### src/cmdproc_pkg.sv
/*
 * Shared widths, opcodes and constants of the digitizer command processor.
 * Imported by every RTL block that decodes frames or drives the SPI side.
 */
package cmdproc_pkg;

	typedef logic [7:0]  byte_t;      // host or SPI byte
	typedef logic [31:0] word_t;      // response word
	typedef logic [63:0] frame_t;     // 8-byte command, byte 0 in the low bits
	typedef logic [2:0]  chip_sel_t;  // SPI chip index
	typedef logic [1:0]  spi_mode_t;
	typedef logic [31:0] ovr_count_t;

	typedef enum logic [2:0] {ST_BOOT, ST_IDLE, ST_EXEC, ST_SPI, ST_RESP} disp_state_t;
	typedef enum logic [2:0] {SP_IDLE, SP_SETUP, SP_SEND, SP_WAIT, SP_READ, SP_HOLD} spi_state_t;

	localparam int FRAME_BYTES     = 8;
	localparam int N_CHIPS         = 8;
	localparam int N_OVR           = 4;
	localparam int FW_VERSION      = 16;
	localparam int CS_SETUP_CYCLES = 11; // cs low to first strobe
	localparam int CS_HOLD_CYCLES  = 36; // read capture to cs high

	// ----------------------------------------
	localparam byte_t OP_INFO      = 8'd2;
	localparam byte_t OP_SPI       = 8'd3;
	localparam byte_t OP_MODE      = 8'd4;
	localparam byte_t INFO_VERSION = 8'd0;
	localparam byte_t INFO_BOARD   = 8'd1;
	localparam byte_t INFO_OVR     = 8'd2;

	localparam chip_sel_t BOOT_CHIP  = 3'd0;          // the ADC
	localparam word_t     BOOT_BYTES = 32'h0003_0200; // 00, 02, 03 sent low byte first

endpackage
### src/command_processor.sv
/*
 * Top level of the board command processor. Host byte stream in, one 32-bit
 * response beat out per command, plus the SPI master strobes and levels.
 */
module command_processor import cmdproc_pkg::*; (
	input  logic               clk,
	input  logic               rstn,
	// host command stream
	input  logic               i_s_tvalid,
	input  byte_t              i_s_tdata,
	output logic               o_s_tready,
	// host response stream
	input  logic               i_m_tready,
	output logic               o_m_tvalid,
	output word_t              o_m_tdata,
	output logic [3:0]         o_m_tkeep,
	output logic               o_m_tlast,
	// SPI master
	output byte_t              o_spi_tx,
	output logic               o_spi_tx_dv,
	input  logic               i_spi_tx_ready,
	input  byte_t              i_spi_rx,
	input  logic               i_spi_rx_dv,
	output logic [N_CHIPS-1:0] o_spi_cs_n,
	output chip_sel_t          o_spi_miso_sel,
	output spi_mode_t          o_spi_mode,
	output logic               o_spi_reset_n,
	// board status
	input  logic [N_OVR-1:0]   i_overrange,
	input  byte_t              i_board
);

	frame_t     frame;
	logic       frame_valid;
	logic       accept;
	logic       spi_start;
	chip_sel_t  spi_chip;
	word_t      spi_tx_bytes;
	byte_t      spi_len_code;
	logic       spi_done;
	byte_t      spi_rx_byte;
	ovr_count_t count0;
	ovr_count_t count1;
	ovr_count_t count2;
	ovr_count_t count3;

	cmd_receiver u_receiver (
		.clk(clk), .rstn(rstn),
		.i_s_tvalid(i_s_tvalid), .i_s_tdata(i_s_tdata), .o_s_tready(o_s_tready),
		.i_accept(accept), .o_frame(frame), .o_frame_valid(frame_valid)
	);

	cmd_dispatcher u_dispatcher (
		.clk(clk), .rstn(rstn),
		.i_frame(frame), .i_frame_valid(frame_valid), .o_accept(accept),
		.i_m_tready(i_m_tready), .o_m_tvalid(o_m_tvalid), .o_m_tdata(o_m_tdata),
		.o_m_tkeep(o_m_tkeep), .o_m_tlast(o_m_tlast),
		.i_board(i_board),
		.i_count0(count0), .i_count1(count1), .i_count2(count2), .i_count3(count3),
		.o_spi_start(spi_start), .o_spi_chip(spi_chip),
		.o_spi_tx_bytes(spi_tx_bytes), .o_spi_len_code(spi_len_code),
		.i_spi_done(spi_done), .i_spi_rx_byte(spi_rx_byte),
		.o_spi_mode(o_spi_mode), .o_spi_reset_n(o_spi_reset_n)
	);

	spi_sequencer u_sequencer (
		.clk(clk), .rstn(rstn),
		.i_start(spi_start), .i_chip(spi_chip),
		.i_tx_bytes(spi_tx_bytes), .i_len_code(spi_len_code),
		.o_spi_tx(o_spi_tx), .o_spi_tx_dv(o_spi_tx_dv), .i_spi_tx_ready(i_spi_tx_ready),
		.i_spi_rx(i_spi_rx), .i_spi_rx_dv(i_spi_rx_dv),
		.o_spi_cs_n(o_spi_cs_n), .o_spi_miso_sel(o_spi_miso_sel),
		.o_done(spi_done), .o_rx_byte(spi_rx_byte)
	);

	overrange_counters u_ovr (
		.clk(clk), .rstn(rstn), .i_overrange(i_overrange),
		.o_count0(count0), .o_count1(count1), .o_count2(count2), .o_count3(count3)
	);

endmodule

### src/cmd_dispatcher.sv
/*
 * Command FSM. Runs the bootup SPI write once, then decodes each frame into
 * an info read, an SPI transaction or a mode change and returns one response beat.
 */
module cmd_dispatcher import cmdproc_pkg::*; (
	input  logic       clk,
	input  logic       rstn,
	input  frame_t     i_frame,
	input  logic       i_frame_valid,
	output logic       o_accept,
	input  logic       i_m_tready,
	output logic       o_m_tvalid,
	output word_t      o_m_tdata,
	output logic [3:0] o_m_tkeep,
	output logic       o_m_tlast,
	input  byte_t      i_board,
	input  ovr_count_t i_count0,
	input  ovr_count_t i_count1,
	input  ovr_count_t i_count2,
	input  ovr_count_t i_count3,
	output logic       o_spi_start,
	output chip_sel_t  o_spi_chip,
	output word_t      o_spi_tx_bytes,
	output byte_t      o_spi_len_code,
	input  logic       i_spi_done,
	input  byte_t      i_spi_rx_byte,
	output spi_mode_t  o_spi_mode,
	output logic       o_spi_reset_n
);

	disp_state_t state;
	byte_t       opcode;
	byte_t       arg1;
	byte_t       arg2;
	ovr_count_t  ovr_sel;
	word_t       info_word;

	assign opcode = i_frame[7:0];
	assign arg1   = i_frame[15:8];
	assign arg2   = i_frame[23:16];

	assign o_accept  = (state == ST_IDLE);
	assign o_m_tkeep = {4{o_m_tvalid}}; // every response is a full word
	assign o_m_tlast = o_m_tvalid;

	// ----------------------------------------
	// info read mux
	always_comb begin
		case (arg2[1:0])
			2'd0:    ovr_sel = i_count0;
			2'd1:    ovr_sel = i_count1;
			2'd2:    ovr_sel = i_count2;
			default: ovr_sel = i_count3;
		endcase
	end

	always_comb begin
		case (arg1)
			INFO_VERSION: info_word = word_t'(FW_VERSION);
			INFO_BOARD:   info_word = {4{i_board}};
			INFO_OVR:     info_word = ovr_sel;
			default:      info_word = '0;
		endcase
	end

	// ----------------------------------------
	// control FSM
	always_ff @(posedge clk or negedge rstn) begin
		if (!rstn) begin
			state         <= ST_BOOT;
			o_m_tvalid    <= 1'b0;
			o_spi_start   <= 1'b0;
			o_spi_mode    <= '0;
			o_spi_reset_n <= 1'b1;
		end else begin
			o_spi_start <= 1'b0;
			case (state)
				ST_BOOT: begin // power down the ADC once
					o_spi_start <= 1'b1;
					state       <= ST_SPI;
				end
				ST_IDLE: if (i_frame_valid) state <= ST_EXEC;
				ST_EXEC: begin
					case (opcode)
						OP_INFO: begin
							o_m_tvalid <= 1'b1;
							state      <= ST_RESP;
						end
						OP_SPI: begin
							o_spi_start <= 1'b1;
							state       <= ST_SPI;
						end
						OP_MODE: begin
							o_spi_mode    <= arg1[1:0];
							o_spi_reset_n <= 1'b0; // held until the echo is taken
							o_m_tvalid    <= 1'b1;
							state         <= ST_RESP;
						end
						default: state <= ST_IDLE; // unknown, dropped silently
					endcase
				end
				ST_SPI: begin
					if (i_spi_done) begin
						o_m_tvalid <= 1'b1;
						state      <= ST_RESP;
					end
				end
				ST_RESP: begin
					if (i_m_tready) begin
						o_m_tvalid    <= 1'b0;
						o_spi_reset_n <= 1'b1;
						state         <= ST_IDLE;
					end
				end
				default: state <= ST_IDLE;
			endcase
		end
	end

	// response word and SPI request fields
	always_ff @(posedge clk) begin
		case (state)
			ST_BOOT: begin
				o_spi_chip     <= BOOT_CHIP;
				o_spi_tx_bytes <= BOOT_BYTES;
				o_spi_len_code <= '0; // three bytes
			end
			ST_EXEC: begin
				o_spi_chip     <= arg1[2:0];
				o_spi_tx_bytes <= i_frame[47:16]; // bytes 2 to 5
				o_spi_len_code <= i_frame[63:56];
				o_m_tdata      <= (opcode == OP_MODE) ? word_t'(arg1) : info_word;
			end
			ST_SPI: if (i_spi_done) o_m_tdata <= word_t'(i_spi_rx_byte);
			default: ;
		endcase
	end

	a_resp_stable: assert property (@(posedge clk) disable iff (!rstn)
		o_m_tvalid && !i_m_tready |=> o_m_tvalid && $stable(o_m_tdata));

endmodule

### src/spi_sequencer.sv
/*
 * Drives one SPI transaction of 2 to 4 bytes through a byte-wide SPI master.
 * Selects the chip, strobes the bytes as the master gets ready and returns
 * the byte read back after the last one.
 */
module spi_sequencer import cmdproc_pkg::*; (
	input  logic               clk,
	input  logic               rstn,
	input  logic               i_start,
	input  chip_sel_t          i_chip,
	input  word_t              i_tx_bytes,
	input  byte_t              i_len_code,
	output byte_t              o_spi_tx,
	output logic               o_spi_tx_dv,
	input  logic               i_spi_tx_ready,
	input  byte_t              i_spi_rx,
	input  logic               i_spi_rx_dv,
	output logic [N_CHIPS-1:0] o_spi_cs_n,
	output chip_sel_t          o_spi_miso_sel,
	output logic               o_done,
	output byte_t              o_rx_byte
);

	spi_state_t state;
	logic [5:0] wait_cnt;   // cs setup and hold timer
	logic [2:0] bytes_left;
	logic [2:0] n_bytes;
	word_t      tx_buf;

	always_comb begin
		case (i_len_code)
			8'd2:    n_bytes = 3'd2;
			8'd4:    n_bytes = 3'd4;
			default: n_bytes = 3'd3;
		endcase
	end

	assign o_spi_tx    = tx_buf[7:0];
	assign o_spi_tx_dv = (state == SP_SEND) && i_spi_tx_ready;

	// ----------------------------------------
	always_ff @(posedge clk or negedge rstn) begin
		if (!rstn) begin
			state          <= SP_IDLE;
			wait_cnt       <= '0;
			bytes_left     <= '0;
			o_spi_cs_n     <= '1;
			o_spi_miso_sel <= '0;
			o_done         <= 1'b0;
		end else begin
			o_done <= 1'b0;
			case (state)
				SP_IDLE: begin
					if (i_start) begin
						o_spi_cs_n     <= ~(N_CHIPS'(1) << i_chip);
						o_spi_miso_sel <= i_chip;
						bytes_left     <= n_bytes;
						wait_cnt       <= '0;
						state          <= SP_SETUP;
					end
				end
				SP_SETUP: begin // let cs settle
					if (wait_cnt == 6'(CS_SETUP_CYCLES - 1))
						state <= SP_SEND;
					else
						wait_cnt <= wait_cnt + 1'b1;
				end
				SP_SEND: begin
					if (i_spi_tx_ready) begin
						bytes_left <= bytes_left - 1'b1;
						state      <= (bytes_left == 3'd1) ? SP_READ : SP_WAIT;
					end
				end
				SP_WAIT: state <= SP_SEND; // next byte loads, master drops ready
				SP_READ: begin
					if (i_spi_rx_dv) begin
						wait_cnt <= '0;
						state    <= SP_HOLD;
					end
				end
				SP_HOLD: begin
					if (wait_cnt == 6'(CS_HOLD_CYCLES - 1)) begin
						o_spi_cs_n <= '1;
						o_done     <= 1'b1;
						state      <= SP_IDLE;
					end else begin
						wait_cnt <= wait_cnt + 1'b1;
					end
				end
				default: state <= SP_IDLE;
			endcase
		end
	end

	// byte shifter and read capture
	always_ff @(posedge clk) begin
		if (state == SP_IDLE && i_start)
			tx_buf <= i_tx_bytes;
		else if (state == SP_WAIT)
			tx_buf <= tx_buf >> 8;
		if (state == SP_READ && i_spi_rx_dv)
			o_rx_byte <= i_spi_rx;
	end

	a_strobe_pulse: assert property (@(posedge clk) disable iff (!rstn)
		o_spi_tx_dv |-> !(&o_spi_cs_n) ##1 !o_spi_tx_dv);

	a_one_cs: assert property (@(posedge clk) disable iff (!rstn)
		$countones(~o_spi_cs_n) == ((state == SP_IDLE) ? 0 : 1));

endmodule

### src/cmd_receiver.sv
/*
 * Collects eight accepted host bytes into one command frame and flags it
 * for the dispatcher. Bytes are only taken while the dispatcher is idle.
 */
module cmd_receiver import cmdproc_pkg::*; (
	input  logic   clk,
	input  logic   rstn,
	input  logic   i_s_tvalid,
	input  byte_t  i_s_tdata,
	output logic   o_s_tready,
	input  logic   i_accept,
	output frame_t o_frame,
	output logic   o_frame_valid
);

	logic [$clog2(FRAME_BYTES)-1:0] byte_cnt;
	logic                           take;

	// hold off while the finished frame is being handed over
	assign o_s_tready = i_accept && !o_frame_valid;
	assign take       = i_s_tvalid && o_s_tready;

	always_ff @(posedge clk or negedge rstn) begin
		if (!rstn) begin
			byte_cnt      <= '0;
			o_frame_valid <= 1'b0;
		end else begin
			o_frame_valid <= 1'b0;
			if (take) begin
				byte_cnt <= byte_cnt + 1'b1; // wraps to zero after the last byte
				if (byte_cnt == $bits(byte_cnt)'(FRAME_BYTES - 1))
					o_frame_valid <= 1'b1;
			end
		end
	end

	// shift in from the top so byte 0 ends up lowest
	always_ff @(posedge clk) begin
		if (take)
			o_frame <= {i_s_tdata, o_frame[$bits(frame_t)-1:8]};
	end

	a_single_pulse: assert property (@(posedge clk) disable iff (!rstn)
		o_frame_valid |=> !o_frame_valid);

endmodule

### src/overrange_counters.sv
/*
 * Free-running counts of the cycles each ADC overrange flag is high.
 */
module overrange_counters import cmdproc_pkg::*; (
	input  logic             clk,
	input  logic             rstn,
	input  logic [N_OVR-1:0] i_overrange,
	output ovr_count_t       o_count0,
	output ovr_count_t       o_count1,
	output ovr_count_t       o_count2,
	output ovr_count_t       o_count3
);

	ovr_count_t cnt [N_OVR];

	always_ff @(posedge clk or negedge rstn) begin
		if (!rstn) begin
			for (int i = 0; i < N_OVR; i++)
				cnt[i] <= '0;
		end else begin
			for (int i = 0; i < N_OVR; i++)
				if (i_overrange[i]) cnt[i] <= cnt[i] + 1'b1; // wraps
		end
	end

	assign o_count0 = cnt[0];
	assign o_count1 = cnt[1];
	assign o_count2 = cnt[2];
	assign o_count3 = cnt[3];

endmodule

### config.mk
export PLATFORM = sky130hd
export DESIGN_NAME = command_processor
export DESIGN_NICKNAME = d
export VERILOG_FILES = /design/src/cmdproc_pkg.sv /design/src/command_processor.sv /design/src/cmd_dispatcher.sv /design/src/spi_sequencer.sv /design/src/cmd_receiver.sv /design/src/overrange_counters.sv
export SDC_FILE = /design/constraint.sdc
export NUM_CORES = 1
export LEC_CHECK = 0
export BUFFER_PORTS_ARGS = -buffer_cell sky130_fd_sc_hd__buf_2
export CAP_MARGIN = 20
export CORE_MARGIN = 1.5
export CORE_UTILIZATION = 52
export DETAILED_ROUTE_END_ITERATION = 16
export PLACE_DENSITY = 0.78
export SKIP_CTS_REPAIR_TIMING = 1
export SYNTH_ARGS = -nofsm -noshare
export SYNTH_HDL_FRONTEND = slang
export SYNTH_SLANG_ARGS = --single-unit
### constraint.sdc
create_clock -name clk -period 5.35 [get_ports clk]
set_clock_uncertainty 0.05 [all_clocks]
set_input_delay 1.07 -clock clk [delete_from_list [all_inputs] [get_ports clk]]
set_output_delay 1.07 -clock clk [all_outputs]
set_load 0.005 [all_outputs]
Yosys cells after proc, flatten, opt, wreduce, memory -nomap -nowiden
Index checks and enable logic that the tools add are counted.
{"block": "totals", "regBits": 343, "latch_bits": 0, "mem_bits_rw": 0, "romBits": 0, "output_inout_bits": 62, "wordCells": 143, "mem_count": 0}
{"block": "classes", "add_sub_neg": 7, "mul": 0, "n_div": 0, "order_cmp": 0, "n_eq_ne": 34, "n_shift": 1, "muxes": 47, "n_bitwise": 1, "n_reduce_logical": 29}
{"cell": "32-bit case mux with 3 select lines", "n": 2}
{"cell": "32-bit by 1-bit adder with 32-bit output (second input constant)", "n": 4}
{"cell": "32-bit two-way mux", "n": 4}
{"cell": "32-bit case mux with 2 select lines", "n": 2}
{"cell": "3-bit two-way mux", "n": 11}
{"cell": "8-bit by 2-bit == test with 1-bit output (second input constant)", "n": 4}
{"cell": "8-bit case mux with 2 select lines", "n": 2}
{"cell": "6-bit two-way mux", "n": 4}
{"cell": "3-bit case mux with 2 select lines", "n": 4}
{"cell": "6-bit case mux with 4 select lines", "n": 1}
{"cell": "3-bit case mux with 6 select lines", "n": 1}
{"cell": "8-bit by 3-bit == test with 1-bit output (second input constant)", "n": 2}
{"cell": "8-bit two-way mux", "n": 2}
{"cell": "2-bit != test (second input constant)", "n": 8}
{"cell": "3-bit case mux with 5 select lines", "n": 1}
{"cell": "3-bit by 2-bit == test with 1-bit output (second input constant)", "n": 4}
{"cell": "3-bit == test (second input constant)", "n": 4}
{"cell": "3-bit AND reduction", "n": 4}
{"cell": "2-bit nonzero test", "n": 6}
{"cell": "1-bit two-way mux", "n": 10}
{"cell": "5-bit AND reduction", "n": 2}
{"cell": "3-bit by 1-bit == test with 1-bit output (second input constant)", "n": 3}
{"cell": "8-bit by 1-bit == test with 1-bit output (second input constant)", "n": 1}
{"cell": "8-bit zero test", "n": 1}
{"cell": "other kinds (21)", "n": 32}

Longest topological paths before layout
Gate-level depths: netlist of run 1.
{"block": "logic_depth", "depth_word": 5, "mapped_depth": 7, "mapped_depth_nobuf": 6}

Hierarchy
A second synthesis of run 1 with hierarchy kept.
{"block": "unflattened", "hier_cells": 1182, "area_unflattened_um2": 15144.5}
{"mod": "overrange_counters", "instances": 1, "cells_per_inst": 497, "area_per_inst_um2": 5681.7, "seq_area_each_um2": 3203.1}
{"mod": "cmd_dispatcher", "instances": 1, "cells_per_inst": 329, "area_per_inst_um2": 4383.0, "seq_area_each_um2": 2453.6}
{"mod": "spi_sequencer", "instances": 1, "cells_per_inst": 279, "area_per_inst_um2": 2955.3, "seq_area_each_um2": 1811.7}
{"mod": "cmd_receiver", "instances": 1, "cells_per_inst": 77, "area_per_inst_um2": 2124.5, "seq_area_each_um2": 2021.9}

Worst setup path after synthesis of run 1
No wires, ideal clock.
{"block": "synth_timing", "kind": "register to register", "startpoint": "register u_dispatcher.state[0]", "endpoint": "register u_receiver.o_frame[0] (enable)", "setup_time_ns": 0.418, "arrival_time_ns": 2.476, "slack_ns": 2.406, "stages_incl_launch_ff": 6, "n_path_buf": 1, "period_less_slack_ns": 2.944, "path_cell_list": "dfrtp_1 buf_2 inv_1 nor4_1 nand2_1 inv_1"}
{"block": "synth_between", "elab_chain_cells": 3}
{"element": "from (decl)", "line_no": "cmd_dispatcher.sv:31", "rtl": "disp_state_t state;"}
{"element": "from (signal assigned)", "line_no": "cmd_dispatcher.sv:70", "rtl": "state <= ST_BOOT;"}
{"element": "from (signal assigned)", "line_no": "cmd_dispatcher.sv:80", "rtl": "state <= ST_SPI;"}
{"element": "from (signal assigned)", "line_no": "cmd_dispatcher.sv:82", "rtl": "ST_IDLE: if (i_frame_valid) state <= ST_EXEC;"}
{"element": "3-bit by 1-bit == test with 1-bit output", "line_no": "cmd_dispatcher.sv:42", "rtl": "assign o_accept = (state == ST_IDLE);"}
{"element": "1-bit logical AND", "line_no": "cmd_receiver.sv:20", "rtl": "assign o_s_tready = i_accept && !o_frame_valid;"}
{"element": "via o_s_tready", "line_no": "command_processor.sv:11", "rtl": "output logic o_s_tready,"}
{"element": "1-bit logical AND", "line_no": "cmd_receiver.sv:21", "rtl": "assign take = i_s_tvalid && o_s_tready;"}
{"element": "via u_receiver.take", "line_no": "cmd_receiver.sv:17", "rtl": "logic take;"}
{"element": "to (signal assigned)", "line_no": "cmd_receiver.sv:40", "rtl": "o_frame <= {i_s_tdata, o_frame[$bits(frame_t)-1:8]};"}
{"element": "to (decl)", "line_no": "cmd_receiver.sv:12", "rtl": "output frame_t o_frame,"}
The timed path passes the listed nets, and every way through them passes these cells.
A chain may end at the register's enable or synchronous reset.

Worst setup path after layout of run 1
{"block": "layout_timing", "startpoint": "register u_dispatcher.state[0]", "endpoint": "output port o_s_tready"}
{"block": "layout_between", "elab_chain_cells": 2}
{"element": "3-bit by 1-bit == test with 1-bit output", "line_no": "cmd_dispatcher.sv:42"}
{"element": "1-bit logical AND", "line_no": "cmd_receiver.sv:20"}
{"element": "to (decl)", "line_no": "command_processor.sv:11"}
Every way passes these cells.

==> flow_summary_export.csv, run 1 <==
group,metric,value,unit
routing,dr_wl_met2,15700,um
pwr,p_switching,2.04,mW
timing,slew_headroom,0.289,
timing,hold_ws,0.366,ns
pwr,p_sw_frac,0.282,
placement,portBuffers,95,
global_routing,grt_pass1_vias,9755,
clock_network,tritoncts,"done",
setup_path,reg2reg_to,"u_receiver.o_frame[30]",
floorplanning,die_y,174,um
setup_path,critPathLaunchType,"flip-flop",
pwr,pwr-share-comb,0.161,
routing,viasPerCell,5.89,
routing,wl_per_cell,19.8,um
min_path,hold_path_depth,0,
synthesis,syn-cell-area,15200,sq um
min_path,min_path_type,"reg -> reg",
global_routing,track_usage,0.224,
setup_path,slowest_stage,"dfrtp_1",
clock_network,cts_buffers,34,
timing,setup_ws,2.30,ns
pwr,ir_drop,0.000230,V
floorplanning,core,28800,sq um
flow_run,cap_viol_max_count,0,
setup_path,end_kind,"output port",
setup_path,cp_max_fo,9,
routing,drc_errors,0,
synthesis,ys_ff_latch,343,
timing,fin_setup_tns,0,ns
placement,place_ws,2.34,ns
timing,final.period_utilization,0.571,
cells_and_area,final_cell_mix,"nand2_1 (182), edfxtp_1 (179), dfrtp_1 (155), buf_2 (95), xnor2_1 (78)",
synthesis,ys_top_cells_by_area,"edfxtp_1 (35%), dfrtp_1 (25%), mux4_2 (4.7%)",
synthesis,synth_fp_nets,1232,
clock_network,htreeDepth,2,
global_routing,grt_start_max_net_pins,97,
timing,tightestPinTransition,1.05,ns
floorplanning,num_io_pins,96,
floorplanning,start_util,0.529,
pwr,clkPwrFrac,0.326,
global_routing,grt_antenna_before_repair,2,
timing,rsz0062_at_grt,"false",
routing,routed_wl,33300,um
clock_network,path_clk_slew,0.06,ns
min_path,min_from,"u_receiver.o_frame[52]",
synthesis,synth_top_cell_by_area,"edfxtp_1",
synthesis,async_reset_ff_frac,0.478,
timing,finalSetupViolCount,0,
pwr,internal_power,5.19,mW
routing,ant_nets,0,
global_routing,overflow,0,
timing,hold_violations,0,
floorplanning,die_area,30300,sq um
pwr,p_seq_frac,0.513,
global_routing,grt_pass1_wl,53400,um
clock_network,insertion_delay,0.51,ns
clock_network,root_buffer,"clkbuf_16",
status,status,"finished, final reports clean",
pwr,p_leak,6.91,nW
setup_path,r2r-start,"u_dispatcher.state[0]",
routing,top_layer,"met5",
setup_path,crit_arrival,1.93,ns
cells_and_area,syn2layout_area_growth,12.5,%
timing,timing.fmax,327,MHz
setup_path,r2r_slack,2.53,ns
placement,hpwl,22600,um
synthesis,synth_cell_types,66,
routing,dr_wl_met3,2920,um
placement,place_congestion,0.892,
floorplanning,num_rows,62,
setup_path,max_stage_delay,0.53,ns
clock_network,cts.sinks,343,
cells_and_area,final_nets,1318,
synthesis,synth_top_area_frac,0.353,
setup_path,critPathKind,"reg -> out",
routing,initialDrtViolationCount,1123,
setup_path,path_buf_inv,2,
setup_path,critPathRequiredTime,4.23,ns
setup_path,crit_chain,"inv_1, nor4_1, buf_2",
synthesis,avgSynthCellArea,12.8,sq um
synthesis,ys_seq_area_frac,0.624,
setup_path,crit_family,"flip-flops",
min_path,hold_end,"u_receiver.o_frame[44]",
routing,via_count,9911,
timing,slew_violations,0,
clock_network,clock_path_buffers,3,
timing,fin_crit,3.05,ns
synthesis,synth_edf_count,179,
floorplanning,die_w,174,um
setup_path,rr_worst_depth,5,
pwr,power_density,422,nW/um^2
synthesis,synthFlopType,"edfxtp_1",
cells_and_area,final_common_cell,"nand2_1",
cells_and_area,drive_gt1_frac,0.177,
routing,drt_first_pass_iters,6,
synthesis,synthCells,1188,
synthesis,synth_warnings,0,
routing,wl_met1,14000,um
-- synth_stat cells, types with 12 or more instances --
library cell and n:
clkbuf_1 28, nor4_1 22, nand4_1 39, a21oi_1 33
mux4_2 32, dfrtp_1 155, nand3_1 56, and2_1 16
buf_4 15, xnor2_1 78, edfxtp_1 179, nor3_1 22
and4_1 18, buf_2 12, nand2_1 182, xor2_1 49
inv_1 17, nor2_1 37, and3_1 64
-- registers in the layout, indices dropped and copies added, names as in the netlist, 6 cells and up --
signal and flops:
u_sequencer.o_spi_cs_n 8, u_dispatcher.o_spi_tx_bytes 32, u_sequencer.tx_buf 32, u_dispatcher.o_m_tdata 32
u_receiver.o_frame 64, u_sequencer.o_rx_byte 8, u_ovr.o_count2 32, u_dispatcher.o_spi_len_code 8
u_ovr.o_count1 32, u_ovr.o_count0 32, u_ovr.o_count3 32, u_sequencer.wait_cnt 6
-- layer usage --
metal,global-route usage,vias up
met3,0.0505,52
li1,-,4512
met1,0.315,4898
met4,0.0571,2
met5,0,-
met2,0.356,447
-- how the worst max path moves through the flow --
stage                                from               endpoint  cells past startpoint
detailed placement         i_overrange[0]     u_ovr.o_count0[31]                      5
global route        u_dispatcher.state[0]             o_s_tready                      3
global placement           i_overrange[0]     u_ovr.o_count0[15]                      5
CTS                 u_dispatcher.state[0]             o_s_tready                      3
finish              u_dispatcher.state[0]             o_s_tready                      3
floorplan           u_dispatcher.state[0]  u_receiver.o_frame[0]                      5
-- logic make-up (layout without fill, tap and decap cells) --
family,count (synthesis),after routing,synth area share
XOR/XNOR,127,127,0.0731
AO/OA/AOI/OAI,87,87,0.0375
adder cells (fa/ha/maj),10,10,0.00822
flip-flops,343,343,0.624
AND/OR/NAND/NOR,498,498,0.176
other,0,1,0
multiplexers,46,46,0.0574
buffers and inverters,77,187,0.0247
-- layout make-up --
cell class	count	area, sq um
inverter	17	63.8
antenna	1	2.50
sequential	343	9490
clock inverter	11	83.8
tap	384	480
clock buffer	49	1030
multi-input combinational	768	5370
fill	2191	11700
timing repair buffer	110	597
-- through the flow --
stage	utilization	instance area, sq um	std cells	power, mW
after global placement	0.555	16000	1618	4.83
after floorplan	-	15200	1188	4.48
after CTS	0.594	17100	1679	7.28
final	0.595	17100	1683	7.23
after detailed placement	0.555	16000	1619	4.91
after global routing	0.595	17100	1682	7.56
-- power by group through the flow --
stage	registers, mW	clock network (mW)	logic, mW
after CTS	3.70	2.40	1.18
final	3.71	2.36	1.17
after detailed placement	3.75	0	1.16
after global placement	3.72	0	1.11
after global routing	3.76	2.50	1.30
after floorplan	3.61	0	0.874
No activity file was read; power rests on OpenSTA's default activity.
==> inputs of run 2 (changes only) <==
--- a/config.mk
+++ b/config.mk
@@ -10,7 +10,7 @@
 export CORE_MARGIN = 1.5
 export CORE_UTILIZATION = 52
 export DETAILED_ROUTE_END_ITERATION = 16
-export PLACE_DENSITY = 0.78
+export PLACE_DENSITY = 0.81
 export SKIP_CTS_REPAIR_TIMING = 1
 export SYNTH_ARGS = -nofsm -noshare
 export SYNTH_HDL_FRONTEND = slang
==> constraint.sdc (replaced) <==
create_clock -name clk -period 2.7 [get_ports clk]
set_clock_uncertainty 0.05 [all_clocks]
set_input_delay 0.54 -clock clk [delete_from_list [all_inputs] [get_ports clk]]
set_output_delay 0.54 -clock clk [all_outputs]
set_load 0.005 [all_outputs]
==> run 2 against run 1 <==
Net effect:
- hold slack lost 0.22 ns
- combinational power grew 110%
- wire length is 1.6% lower
- final cell count rose by 0.89%
- global-route usage fell by 0.62 points
- worst setup slack worse by 2.0 ns
- design area is 1.3% higher
- non-clock buffer count increased by 12
- die area did not move
- critical endpoint unchanged
==> flow_summary_export.csv, run 2 (synthesized netlist as in run 1, its figures left out) <==
group,metric,value,unit
status,status,"finished, final reports clean",
routing,dr_wl_met2,15300,um
clock_network,path_clk_slew,0.06,ns
clock_network,cts.sinks,343,
setup_path,critPathRequiredTime,2.11,ns
placement,place_congestion,0.882,
timing,slew_violations,0,
placement,portBuffers,95,
cells_and_area,final_nets,1331,
pwr,power_density,842,nW/um^2
clock_network,cts_buffers,35,
timing,hold_violations,0,
timing,fin_crit,2.43,ns
routing,top_layer,"met5",
floorplanning,num_rows,62,
cells_and_area,fillers,2092,
timing,tightestPinTransition,0.985,ns
cells_and_area,antenna_cells,0,
routing,drt_first_pass_iters,5,
routing,ant_nets,0,
routing,via_count,10000,
global_routing,grt_antenna_before_repair,3,
cells_and_area,drive_gt1_frac,0.185,
setup_path,cp_max_fo,9,
routing,wl_met1,13900,um
timing,fin_setup_tns,0,ns
min_path,min_path_type,"in -> reg",
cells_and_area,largest_register,"u_receiver.o_frame",
floorplanning,num_io_pins,96,
clock_network,insertion_delay,0.51,ns
clock_network,clock_path_buffers,3,
floorplanning,start_util,0.529,
clock_network,root_buffer,"clkbuf_16",
global_routing,grt_start_max_net_pins,84,
clock_network,tritoncts,"done",
timing,hold_ws,0.147,ns
setup_path,crit_arrival,1.84,ns
global_routing,overflow,0,
timing,slew_headroom,0.341,
routing,routed_wl,32700,um
placement,dp.cells,1633,
cells_and_area,final_cell_mix,"nand2_1 (182), edfxtp_1 (179), dfrtp_1 (155), buf_2 (94), xnor2_1 (78)",
pwr,power.total,14.6,mW
routing,wl_per_cell,19.3,um
timing,timing.fmax,412,MHz
setup_path,critPathLaunchType,"flip-flop",
routing,viasPerCell,5.89,
global_routing,grt_pass1_vias,9781,
routing,initialDrtViolationCount,952,
pwr,p_leak,7.01,nW
setup_path,end_kind,"output port",
clock_network,htreeDepth,2,
timing,finalSetupViolCount,0,
floorplanning,core,28800,sq um
floorplanning,die_y,174,um
setup_path,critPathKind,"reg -> out",
pwr,ir_drop,0.000454,V
timing,rsz0062_at_grt,"false",
global_routing,grt_pass1_wl,52200,um
timing,final.period_utilization,0.900,
routing,dr_wl_met3,2910,um
cells_and_area,syn2layout_area_growth,13.9,%
floorplanning,die_w,174,um
cells_and_area,final_common_cell,"nand2_1",
floorplanning,die_area,30300,sq um
cells_and_area,final_util,0.603,
cells_and_area,largest_reg_flops,64,
placement,hpwl,22700,um
cells_and_area,fin_cells,1698,
global_routing,track_usage,0.218,
routing,drc_errors,0,
flow_run,cap_viol_max_count,0,
-- run 2: power by group --
group          switching (mW)  leakage [nW]  internal, mW
Combinational            1.38          2.69          1.05
Sequential              0.755          3.74          6.59
Clock                    1.95         0.574          2.89
-- run 2: metal layers --
| metal | vias up | global-route usage |
|---|---|---|
| li1 | 4556 | - |
| met1 | 5016 | 0.301 |
| met2 | 373 | 0.342 |
| met3 | 51 | 0.0601 |
| met4 | 8 | 0.0585 |
| met5 | - | 0.00962 |
-- run 2: final timing paths --
check                                       startpoint                          to  slack, ns  cells after the start
worst max register to register  u_receiver.o_frame[10]  u_dispatcher.o_m_tdata[18]       0.42                      4
worst min-delay path                      i_s_tdata[6]      u_receiver.o_frame[62]       0.15                      1
worst max-delay path             u_dispatcher.state[0]                  o_s_tready       0.27                      3
worst min register to register  u_receiver.o_frame[48]      u_receiver.o_frame[40]       0.36                      0
max in group asynchronous                         rstn           u_ovr.o_count3[4]       1.35                      3
min in group asynchronous                         rstn          u_ovr.o_count0[30]       0.47                      2
-- run 2: worst max-delay path: stages (launching register included) --
cell     delay (ns)
dfrtp_1        0.52
inv_1          0.19
nor4_1         0.42
buf_2          0.20
-- run 2: cell type report --
type                    instances  area, sq um  share of cell area
clock buffers                  49         1000              0.0577
repair buffers                122          762              0.0439
flip-flops and latches        343         9490               0.547
well taps                     384          480              0.0277
multi-input cells             768         5370               0.310
inverters                      17         67.6             0.00390
clock inverters                15          169             0.00974
-- run 2: metrics by stage --
step / instance area [sq um] / worst slack, ns
floorplan: 15200 / 0.166
global placement: 16200 / 0.445
detailed placement: 16200 / 0.449
CTS: 17300 / 0.272
global route: 17300 / 0.134
finish: 17300 / 0.271
